<file path="src/logic/lsu_params.svh">
// Width, depth and latency macros for the load/store unit.
`ifndef LSU_PARAMS_SVH
`define LSU_PARAMS_SVH

//////////////////////////////////////////////////
// Data path.
//////////////////////////////////////////////////

// Register and memory word width.
`define LSU_XLEN 64

// Byte address width.
`define LSU_ADDR_W 32

//////////////////////////////////////////////////
// Data RAM.
//////////////////////////////////////////////////

// Depth in 64-bit words.
`define LSU_RAM_WORDS 256

// Cycles from strobe to finish, 1 to 8.
`define LSU_RAM_LATENCY 2

`endif

</file>
<file path="src/logic/lsu_pkg.sv">
// Load/store unit types: data and address widths, access selects, pipeline bundles.
`default_nettype none

`include "lsu_params.svh"

package lsu_pkg;

    typedef logic [`LSU_XLEN-1:0]   xlen_t;
    typedef logic [`LSU_ADDR_W-1:0] addr_t;
    typedef logic [4:0]             regaddr_t;
    typedef logic [`LSU_XLEN/8-1:0] wmask_t;

    // Load/store width and extension.
    typedef enum logic [3:0] {
        SEL_LB, SEL_LH, SEL_LW, SEL_LBU, SEL_LHU, SEL_LWU, SEL_LD,
        SEL_SB, SEL_SH, SEL_SW, SEL_SD,
        SEL_NONE
    } ls_sel_e;

    typedef enum logic [1:0] {KIND_ALU, KIND_LOAD, KIND_STORE} mem_kind_e;

    // Execute to memory.
    typedef struct packed {
        mem_kind_e kind;
        logic      rd_ena;
        regaddr_t  rd_addr;
        xlen_t     rd_data;
        addr_t     ls_addr;
        ls_sel_e   ls_sel;
    } exmem_t;

    // Memory to writeback.
    typedef struct packed {
        logic     rd_ena;
        regaddr_t rd_addr;
        xlen_t    rd_data;
    } memwb_t;

    typedef struct packed {
        logic   re;
        logic   we;
        addr_t  addr;
        xlen_t  wdata;
        wmask_t wmask;
    } dmem_req_t;

endpackage

`default_nettype wire

</file>
<file path="src/logic/mem_wb_reg.sv">
// Memory-to-writeback pipeline register with stall hold.
`timescale 1ns/1ps
`default_nettype none

module mem_wb_reg (
    input  wire logic              clk,
    input  wire logic              reset_i,
    input  wire logic              stall_i,
    input  wire lsu_pkg::memwb_t   result_i,
    output lsu_pkg::memwb_t        wb_o
);

    //////////////////////////////////////////////////
    // Writeback register.
    //////////////////////////////////////////////////

    // Holds its value while the access is outstanding.
    always_ff @(posedge clk) begin
        if (reset_i) begin
            wb_o <= '0;
        end else if (!stall_i) begin
            wb_o <= result_i;
        end
    end

endmodule

`default_nettype wire

</file>
<file path="config.mk">
export PLATFORM = sky130hd
export DESIGN_NAME = mem_wb_reg
export DESIGN_NICKNAME = d
export VERILOG_FILES = /design/src/logic/lsu_pkg.sv /design/src/logic/mem_wb_reg.sv
export VERILOG_INCLUDE_DIRS = /design/src /design/src/logic
export SDC_FILE = /design/constraint.sdc
export NUM_CORES = 1
export LEC_CHECK = 0
export BUFFER_PORTS_ARGS = -buffer_cell sky130_fd_sc_hd__buf_4
export CAP_MARGIN = 40
export CORE_MARGIN = 3
export CORE_UTILIZATION = 43
export DETAILED_ROUTE_END_ITERATION = 16
export PLACE_DENSITY_LB_ADDON = 0.3
export SETUP_SLACK_MARGIN = 0.05
export SKIP_CTS_REPAIR_TIMING = 1
export SYNTH_ARGS = -nofsm -noshare
export SYNTH_HDL_FRONTEND = slang
export SYNTH_SLANG_ARGS = --single-unit
</file>
<file path="constraint.sdc">
create_clock -name clk -period 0.8 [get_ports clk]
set_input_delay 0.04 -clock clk [delete_from_list [all_inputs] [get_ports clk]]
set_output_delay 0.04 -clock clk [all_outputs]
set_load 0.01 [all_outputs]
</file>
======== Yosys cells after proc, flatten, opt, wreduce, memory -nomap -nowiden ========
Cells that the tools add are included.
W data, S select, Z words.
word-level totals
  bits in registers ....................... 70
  bits of input ports ..................... 73
  output and inout bits ................... 70

======== Longest topological paths before layout ========
  depth in word-level cells ............... 0
  mapped depth ............................ 4
  gate-level depth less buffers ........... 2

======== Least setup slack after synthesis ========
OpenSTA, ideal clock, no wires.
  kind .................................... input to register
  start point ............................. in stall_i
  end point ............................... reg wb_o[0] in the netlist's numbering
  arrival time ............................ 544 ps
  data required time ...................... 672 ps
  path slack .............................. 128 ps
  stages .................................. 4
  path buffers ............................ 2
  path through ............................ buf_6 > buf_8 > mux2i_1 > nor2_1
RTL lines
  item                  RTL line          source
  start, declared       mem_wb_reg.sv:8   input wire logic stall_i,
  end signal, assigned  mem_wb_reg.sv:22  wb_o <= result_i;
  end, declared         mem_wb_reg.sv:10  output lsu_pkg::memwb_t wb_o

======== Final worst setup path ========
  start point ............................. reg wb_o[50] in the netlist's numbering
  end point ............................... out wb_o[50] in the netlist's numbering
No word-level cell between the ends.

==> reports/summary.txt <==
Status = finished with violations
Failing checks = negative hold slack, negative setup slack
R2R cell count = 3
Vias in the first global route = 1984
Non-filler instance count after layout = 512
CP peak stage delay = 0.36 ns
DRT iter0 DRCs = 44
Clock Root Buffer = clkbuf_8
Setup TNS Final = -0.617 ns
Yosys top cell area share = 55.8%
Async SR Flop Fraction = 0%
Post-route DRC = 0
Flop2flop setup slack = 0.02 ns
Max-capacitance violation count = 0
CTS tree = yes
Fmax achieved = 1210 MHz
RR Startpoint = wb_o[12]
Final Wtd Congestion = 0.670
Post-synth top cells = dfxtp_1 (70), mux2i_1 (70), nor2_1 (70)
Setup slack after layout = -0.0291 ns
Adder-cell share of the synthesized area = 0%
Vias per inst = 4.75
Number of synthesized register bits = 70
Total of warnings raised by yosys = 0
Cell row count = 27
VDD IR max = 1.59 mV
Placed Instances = 429
Worst-Margin Slew = 0.191 ns
Worst path bufs/invs = 1
Synth cell types = 7
Clk buf depth = 2
GR peak layer = met2
Nets = 510
Cells along the critical path = buf_6
Worst path required time = 0.76 ns
Drt total wl = 8140 um
Hold Path End = wb_o[61]
Area growth syn-to-layout = 92.3%
Final setup fails = 66
Cts bufs inserted = 9
Number of buffers added on ports = 142
Critical Path AT = 0.79 ns
Post-synthesis xor/xnor area fraction = 0%
Die ar. = 0.00680 mm2
Core area = 0.00557 mm2
Initial core utilization = 45.1%
Pwr per Cell Area = 1670 mW/mm2
Critical Path Sink Type = output port
Clock-pin slew on the worst setup and hold paths = 0.07 ns
Post-synth top flop = dfxtp_1
GRT Total Usage = 16.8%
Syn Inst Count = 226
Multiplexer area fraction after synthesis = 27.9%
Crit-path max FO = 2
Biggest register = wb_o
Sequential fraction of the synthesis area = 55.8%
Type of the worst setup path = reg2out
Compound-Gate Fraction of Synth Area = 0%
CTS Sinks = 70
Netlist Area Pre-Place = 0.00251 mm2
Proportion of layout cells with a drive suffix above 1 = 52.7%
Simple-gate share of the synthesized area = 10.5%
Via count = 2433
HPWL Detailed = 4380 um
Post-synth top area cell = dfxtp_1
GRT Residual Overflow = 0
Tcrit/Tclk final = 104%
Syn_nets = 299
Max_slew headroom = 86.9%
Max Slew Vio Count = 0
GR Util met1 = 16.8%
Skew final = 0 ns
Final-report hold violation count = 2
Fin Hold WS = -0.0396 ns
Crit-path slowest cell = dfxtp_2
RSZ-0062 raised after global routing = yes
Initial antenna violation count = 0
Worst hold path startpoint = result_i[61]
Max reg flops = 70
GR Util met2 = 29.2%
H-tree depth = 3
R2r endpoint = wb_o[12]
Num ports = 143
CP delay by family, top = flip-flops
First-pass GRT wire length = 8540 um
Antenna cells = 0
Antenna Violating Nets Remaining = 0
Final min period = 0.829 ns
Hold Crit Class = in2reg
Post-synth EDFFs = 0
GRT met3 Usage = 8.35%
First-pass iteration count of the detailed router = 4
Die W = 82.4 um
CP startpoint kind = register
Die height = 82.4 um
Main area contributors after synthesis = dfxtp_1 (56%), mux2i_1 (28%), nor2_1 (10%)
Main combinational cell family by area after synthesis = multiplexers
Clock latency on the worst-skew pair = 0.33 ns
P_leak = 2.35 nW
Largest net degree at the start of global routing = 47
WL/cell = 15.9 um
Syn_area_per_cell = 11.1 um2
Hold Path Depth = 3
Largest registers = wb_o x70
layout by cell type (no fill, tap or decap), drive strengths merged:
cell type / synthesis / final
clkbuf: 8 / 13
dlygate4sd3: 0 / 67
nor2: 70 / 70
clkinv: 0 / 1
buf: 8 / 149
mux2i: 70 / 70
dfxtp: 70 / 70
final cells by class:
type / instances / area [um2]
clock buffers: 13 / 169
flip-flops and latches: 70 / 1490
fillers: 270 / 743
multi-input cells: 140 / 963
repair buffers: 216 / 2110
clock inverters: 1 / 5.00
well taps: 72 / 90.1
kinds of logic (layout without fill, tap and decap cells):
kind of cell  after synthesis  after routing
buf+inv                    16            230
flops                      70             70
mux                        70             70
simple gates               70             70
worst max-delay path by stage:
stage,start,end,slack (ns),depth (start not counted)
after global routing,wb_o[50],wb_o[50],-0.07,1
after detailed placement,stall_i,wb_o[40],-0.01,4
after floorplan,stall_i,wb_o[0],0.13,4
after global placement,stall_i,wb_o[10],0.02,4
after CTS,wb_o[19],wb_o[19],-0.06,1
final,wb_o[50],wb_o[50],-0.03,1
through the flow:
stage / util (%) / setup WS (ns) / power, mW / cell area (um2)
floorplan: - / 0.128 / 4.43 / 2510
global placement: 65.0 / 0.0164 / 5.07 / 3620
detailed placement: 65.0 / -0.0111 / 5.10 / 3620
CTS: 68.1 / -0.0632 / 7.59 / 3790
global route: 86.7 / -0.0726 / 8.44 / 4830
finish: 86.7 / -0.0291 / 8.07 / 4830
where the power goes:
| part | switching, mW | leakage [nW] | internal (mW) | total, mW |
|---|---|---|---|---|
| sequential | 0.157 | 0.603 | 3.74 | 3.90 |
| combinational | 0.597 | 1.65 | 1.05 | 1.65 |
| clock | 1.18 | 0.0914 | 1.34 | 2.52 |
per-layer routing:
metal / vias up / part of all wire, %
met5: - / 0
met4: 0 / 2.5
met3: 18 / 7.2
met2: 105 / 56
met1: 1150 / 34
li1: 1160 / -
Power figures use the tool's default switching activity.
