## config.mk

```make
export PLATFORM = sky130hd
export DESIGN_NAME = mem_stage
export DESIGN_NICKNAME = d
export VERILOG_FILES = /design/src/logic/lsu_pkg.sv /design/src/logic/mem_stage.sv
export VERILOG_INCLUDE_DIRS = /design/src /design/src/logic
export SDC_FILE = /design/constraint.sdc
export NUM_CORES = 1
export LEC_CHECK = 0
export BUFFER_PORTS_ARGS = -buffer_cell sky130_fd_sc_hd__buf_2
export CAP_MARGIN = 20
export CORE_AREA = 2 2 136 138
export DETAILED_ROUTE_END_ITERATION = 12
export DIE_AREA = 0 0 138 140
export GPL_TIMING_DRIVEN = 0
export SLEW_MARGIN = 20
export SYNTH_ARGS = -nofsm -noshare
export SYNTH_HDL_FRONTEND = slang
export SYNTH_SLANG_ARGS = --single-unit
export TNS_END_PERCENT = 20
```

## constraint.sdc

```tcl
create_clock -name vclk -period 1.8
set_input_delay 0.18 -clock vclk [all_inputs]
set_output_delay 0.18 -clock vclk [all_outputs]
set_load 0.02 [all_outputs]
```

## src/logic/lsu_params.svh

```systemverilog
// Width, depth and latency macros for the load/store unit.
`ifndef LSU_PARAMS_SVH
`define LSU_PARAMS_SVH

//////////////////////////////////////////////////
// Data path.
//////////////////////////////////////////////////

// Register and memory word width.
`define LSU_XLEN 64

// Byte address width.
`define LSU_ADDR_W 32

//////////////////////////////////////////////////
// Data RAM.
//////////////////////////////////////////////////

// Depth in 64-bit words.
`define LSU_RAM_WORDS 256

// Cycles from strobe to finish, 1 to 8.
`define LSU_RAM_LATENCY 2

`endif

```

## src/logic/lsu_pkg.sv

```systemverilog
// Load/store unit types: data and address widths, access selects, pipeline bundles.
`default_nettype none

`include "lsu_params.svh"

package lsu_pkg;

    typedef logic [`LSU_XLEN-1:0]   xlen_t;
    typedef logic [`LSU_ADDR_W-1:0] addr_t;
    typedef logic [4:0]             regaddr_t;
    typedef logic [`LSU_XLEN/8-1:0] wmask_t;

    // Load/store width and extension.
    typedef enum logic [3:0] {
        SEL_LB, SEL_LH, SEL_LW, SEL_LBU, SEL_LHU, SEL_LWU, SEL_LD,
        SEL_SB, SEL_SH, SEL_SW, SEL_SD,
        SEL_NONE
    } ls_sel_e;

    typedef enum logic [1:0] {KIND_ALU, KIND_LOAD, KIND_STORE} mem_kind_e;

    // Execute to memory.
    typedef struct packed {
        mem_kind_e kind;
        logic      rd_ena;
        regaddr_t  rd_addr;
        xlen_t     rd_data;
        addr_t     ls_addr;
        ls_sel_e   ls_sel;
    } exmem_t;

    // Memory to writeback.
    typedef struct packed {
        logic     rd_ena;
        regaddr_t rd_addr;
        xlen_t    rd_data;
    } memwb_t;

    typedef struct packed {
        logic   re;
        logic   we;
        addr_t  addr;
        xlen_t  wdata;
        wmask_t wmask;
    } dmem_req_t;

endpackage

`default_nettype wire

```

## src/logic/mem_stage.sv

```systemverilog
// Memory access stage: load extraction and extension, store lane placement, strobes, stall.
`timescale 1ns/1ps
`default_nettype none

module mem_stage (
    input  wire logic               reset_i,
    input  wire lsu_pkg::exmem_t    exmem_i,
    input  wire lsu_pkg::xlen_t     rdata_i,
    input  wire logic               finish_i,
    output lsu_pkg::dmem_req_t      req_o,
    output lsu_pkg::memwb_t         result_o,
    output logic                    stall_req_o
);

    logic            is_load;
    logic            is_store;
    logic [2:0]      byte_off;
    logic [7:0]      ld_byte;
    logic [15:0]     ld_half;
    logic [31:0]     ld_word;
    lsu_pkg::xlen_t  load_data;
    lsu_pkg::xlen_t  st_data;
    lsu_pkg::wmask_t st_mask;

    assign is_load  = (exmem_i.kind == lsu_pkg::KIND_LOAD);
    assign is_store = (exmem_i.kind == lsu_pkg::KIND_STORE);
    assign byte_off = exmem_i.ls_addr[2:0];

    //////////////////////////////////////////////////
    // Load path.
    //////////////////////////////////////////////////

    // Halfword and word use the upper offset bits only.
    assign ld_byte = rdata_i[{byte_off, 3'b000} +: 8];
    assign ld_half = rdata_i[{byte_off[2:1], 4'b0000} +: 16];
    assign ld_word = rdata_i[{byte_off[2], 5'b00000} +: 32];

    always_comb begin
        case (exmem_i.ls_sel)
            lsu_pkg::SEL_LB:  load_data = lsu_pkg::xlen_t'($signed(ld_byte));
            lsu_pkg::SEL_LH:  load_data = lsu_pkg::xlen_t'($signed(ld_half));
            lsu_pkg::SEL_LW:  load_data = lsu_pkg::xlen_t'($signed(ld_word));
            lsu_pkg::SEL_LBU: load_data = lsu_pkg::xlen_t'(ld_byte);
            lsu_pkg::SEL_LHU: load_data = lsu_pkg::xlen_t'(ld_half);
            lsu_pkg::SEL_LWU: load_data = lsu_pkg::xlen_t'(ld_word);
            lsu_pkg::SEL_LD:  load_data = rdata_i;
            default:          load_data = '0;
        endcase
    end

    //////////////////////////////////////////////////
    // Store path.
    //////////////////////////////////////////////////

    always_comb begin
        st_data = '0;
        st_mask = '0;
        case (exmem_i.ls_sel)
            lsu_pkg::SEL_SB: begin
                st_data = lsu_pkg::xlen_t'(exmem_i.rd_data[7:0]) << {byte_off, 3'b000};
                st_mask = 8'b0000_0001 << byte_off;
            end
            lsu_pkg::SEL_SH: begin
                st_data = lsu_pkg::xlen_t'(exmem_i.rd_data[15:0]) << {byte_off[2:1], 4'b0000};
                st_mask = 8'b0000_0011 << {byte_off[2:1], 1'b0};
            end
            lsu_pkg::SEL_SW: begin
                st_data = lsu_pkg::xlen_t'(exmem_i.rd_data[31:0]) << {byte_off[2], 5'b00000};
                st_mask = 8'b0000_1111 << {byte_off[2], 2'b00};
            end
            lsu_pkg::SEL_SD: begin
                st_data = exmem_i.rd_data;
                st_mask = '1;
            end
            default: begin
                st_data = '0;
                st_mask = '0;
            end
        endcase
        // Only a store may touch the lanes.
        if (!is_store) begin
            st_data = '0;
            st_mask = '0;
        end
    end

    //////////////////////////////////////////////////
    // Outputs.
    //////////////////////////////////////////////////

    assign req_o = '{
        re:    is_load,
        we:    is_store,
        addr:  exmem_i.ls_addr,
        wdata: st_data,
        wmask: st_mask
    };

    assign result_o = '{
        rd_ena:  exmem_i.rd_ena,
        rd_addr: exmem_i.rd_addr,
        rd_data: is_load ? load_data : exmem_i.rd_data
    };

    // Hold the pipe until the RAM finishes.
    assign stall_req_o = (is_load || is_store) && !finish_i;

    // A store the RAM completes must have hit at least one lane.
    a_store_mask: assert property (
        @(posedge finish_i) disable iff (reset_i)
        is_store |-> (st_mask != '0)
    ) else $error("mem_stage: store completed with an empty write mask");

endmodule

`default_nettype wire

```

# After elaboration in Yosys (flattened, before gate mapping)
# Index checks and enable logic that the tools add are counted.
# classes
eq_ne	12
shifts	9
n_mux	6
n_reduce_logical	4
# op_table
cell	count
$pmux 64 s7	1
$pmux 64 s4	1
$mux 64	2
$shiftx 64x7->16	1
$shiftx 64x7->32	1
$shiftx 64x7->8	1
$shl 16x6->64	1
$shl 32x6->64	1
$shl 8x6->64	1
$pmux 8 s4	1
$eq 4x3->1 const B	4
$eq 4x4->1 const B	3
$eq 4x2->1 const B	2
$mux 8	1
$shl 1x3->8 const A	1
$shl 2x3->8 const A	1
$shl 4x3->8 const A	1
$eq 4x1->1 const B	1
$logic_not 4->1	1
$eq 2x1->1 const B	1
$eq 2x2->1 const B	1
$logic_and 1x1->1	1
$logic_not 1->1	1
$logic_or 1x1->1	1
# word_totals
register_bits	0
inputBits	174
wordCells	31

# Logic depth before layout (Yosys ltp)
# depth
depth_word	3
ltp_mapped	8
ltp_nobuf	7

# Worst setup path after synthesis
# OpenSTA, ideal clock, no wires.
# synth_timing
path_kind	input to output
startpoint	input exmem_i[107] in the netlist's numbering
endpoint	output result_o[0] in the netlist's numbering
arrival_time_ps	1769
required_time_ps	1620
slack_ps	-149
path_stages	8
n_path_buf	3
path_cell_list	inv_1 > ha_1 > clkbuf_1 > nor2b_1 > nand2_1 > clkbuf_1 > buf_1 > o21ai_0
# synth_rtl
element	line	text
from (decl)	mem_stage.sv:7	input wire lsu_pkg::exmem_t exmem_i,
to (decl)	mem_stage.sv:11	output lsu_pkg::memwb_t result_o,

==> results.cfg <==
[sta]
setup_viol = 135
setup_ws_ns = -0.3812
timing.final.crit_share_pct = 121.2
fin_crit_ns = 2.181
relSlewSlack_pct = 41.85
rsz0062_at_grt = true
slew_violations = 0
finalHoldViolations = 0
worst_slew_pin_slew_ns = 0.8723
fmax_ghz = 0.4585

[run]
maxCapViolCount = 0

[route]
vias_per_cell = 6.108
ant_nets = 0
dr.pass1.iters = 6
num_vias = 7152
wl_per_cell_um = 28.48
drcViolationCount = 0
drtIter0Drc = 1015
wl_um = 33350

[yosys]
synth_cell_types = 50
synth.avg_cell_area_um2 = 7.297
netlist_top_cells_area = o2bb2ai_1 11%, a222oi_1 9.2%, buf_4 7.8%, a221oi_1 6.8%, nor2_1 6.5%
synth_area_leader_cell = o2bb2ai_1
synth_area_um2 = 4130
ys_seq_area_share_pct = 0
synth_top_area_share_pct = 10.60
synthCells = 566
syn_nets = 742
ys_warn_count = 0

[floorplanning]
core.rowCount = 49
die_h_um = 140
start_util_pct = 23.23
fp.dieW_um = 138
core-area_um2 = 17780
io-pin-count = 351
dieArea_um2 = 19320

[worst_setup_path]
end_kind = output port
cpLargestDelayFamily = compound AO/OA/AOI/OAI gates
slowest_stage = mux4_2
cp-start-kind = input port
path_cells = buf_2 -> mux4_2 -> and3_4 -> a31o_4 -> buf_6 -> clkbuf_16 -> a221oi_4 -> o2bb2ai_2 -> buf_6
max_stage_delay_ns = 0.48
arrival_ns = 2.00
worstPathMaxFanout = 5
cpMostUsedCell = buf_6
path_class = input port to output port
path_buf_inv = 4
crit_required_ns = 1.62

[placed_design]
gp_congestion = 0.9730
io_buffers = 304
hpwl_um = 24580
dp_slack_ns = -1.009

[hold_path]
hp-class = input port to output port
hold_path_end = req_o[80]
holdPathStages = 2
min_from = exmem_i[12]

[final_layout]
fin_util_pct = 49.32
nFlopsAndLatches = 0
final_nets = 1119
drive_above_1_share_pct = 71.94
area_growth_pct = 112.3
clkbuf_count = 0
ff_latch_area_um2 = 0

[global_route]
antenna_found_initial = 1
grt_first_pass_wirelength_um = 46900
grt_pass1_vias = 7046
grt_max_degree = 11
overflow = 0
track_usage_pct = 31.64

[run_status]
status = complete, but fails checks
violations = negative setup slack

[pwr]
cellLeakagePower_nw = 3.653
ir_drop_v = 0.0001113
p_per_area_nw_per_um2 = 250.0
layer usage:
metal  GRT usage (%)  vias up  part of all wire [%]
met5               0        -                     0
met4           14.29        0                   4.2
met3           5.846       96                    10
met2           52.63      595                    47
met1           39.88     3441                    39
li1                -     3020                     -
layout make-up:
class	count	area (um2)
buffer	113	1100
antenna	1	2.502
inverter	5	18.77
multi-input combinational	444	4623
fill	1722	9011
tap	229	286.5
timing repair buffer	379	2738
cell usage in the layout, fill, tap and decap left out, types with 19 or more instances in the layout:
| master | count |
|---|---|
| o2bb2ai_1 | 30 |
| buf_4 | 149 |
| buf_6 | 52 |
| mux2i_1 | 22 |
| a222oi_1 | 38 |
| nor2_1 | 49 |
| buf_2 | 215 |
| a211oi_2 | 23 |
| nand2_1 | 21 |
| o2bb2ai_2 | 19 |
| a22oi_1 | 24 |
cells by family (layout without fill, tap and decap cells):
| group | after synthesis | count (layout) | synth area share [%] |
|---|---|---|---|
| other | 0 | 1 | 0 |
| xor gates and xnor gates | 1 | 1 | 0.2121 |
| and+or+nand+nor | 154 | 154 | 17.99 |
| buffers and inverters | 123 | 497 | 16.51 |
| muxes | 51 | 51 | 15.42 |
| adders and majority gates | 2 | 2 | 0.6058 |
| AOI/OAI and AO/OA | 235 | 236 | 49.26 |
report_power, final:
part | internal [mW] | total (mW) | switching [mW]
Sequential | 0 | 0 | 0
Combinational | 0.964 | 2.19 | 1.23
Clock | 0.0000000747 | 0.0000000747 | 0
Total | 0.964 | 2.19 | 1.23
timing repair:
action / CTS / global route
buffers inserted: 62 / 2
gates resized for setup: 376 / 93
endpoints found under the setup margin: 136 / 136
cloned: 10 / 2
hold buffers: 0 / 0
pin swaps: 60 / 26
Yosys cell counts, types with 14 or more instances:
cell,instances
nor2_1,71
o2bb2ai_1,50
clkbuf_1,44
buf_4,43
a222oi_1,38
a221oi_1,32
a22oi_1,26
nand2_1,25
buf_2,22
mux2i_1,22
mux2_2,21
a211oi_2,20
a21oi_1,15
and2_1,14
worst max path at each step:
stage	from	end	slack, ns	cells after the start
CTS	exmem_i[6]	result_o[58]	-0.37	9
floorplan	exmem_i[107]	result_o[0]	-0.15	8
global placement	exmem_i[0]	result_o[58]	-1.09	8
detailed placement	exmem_i[0]	result_o[58]	-1.01	8
global route	exmem_i[6]	result_o[54]	-0.43	10
finish	rdata_i[15]	result_o[24]	-0.38	9
per-stage QoR:
step	cell area, um2	hold slack (ns)	power, mW	TNS [ns]	cells
global placement	6077	0.5777	1.580	-106.31	1099
floorplan	4269	0.4349	0.9043	-7.852	566
global route	8768	0.5791	2.261	-31.56	1171
finish	8768	0.5769	2.192	-25.77	1171
CTS	8333	0.5780	2.040	-23.96	1166
detailed placement	6082	0.5778	1.580	-103.71	1099
Power figures use the tool's default switching activity.
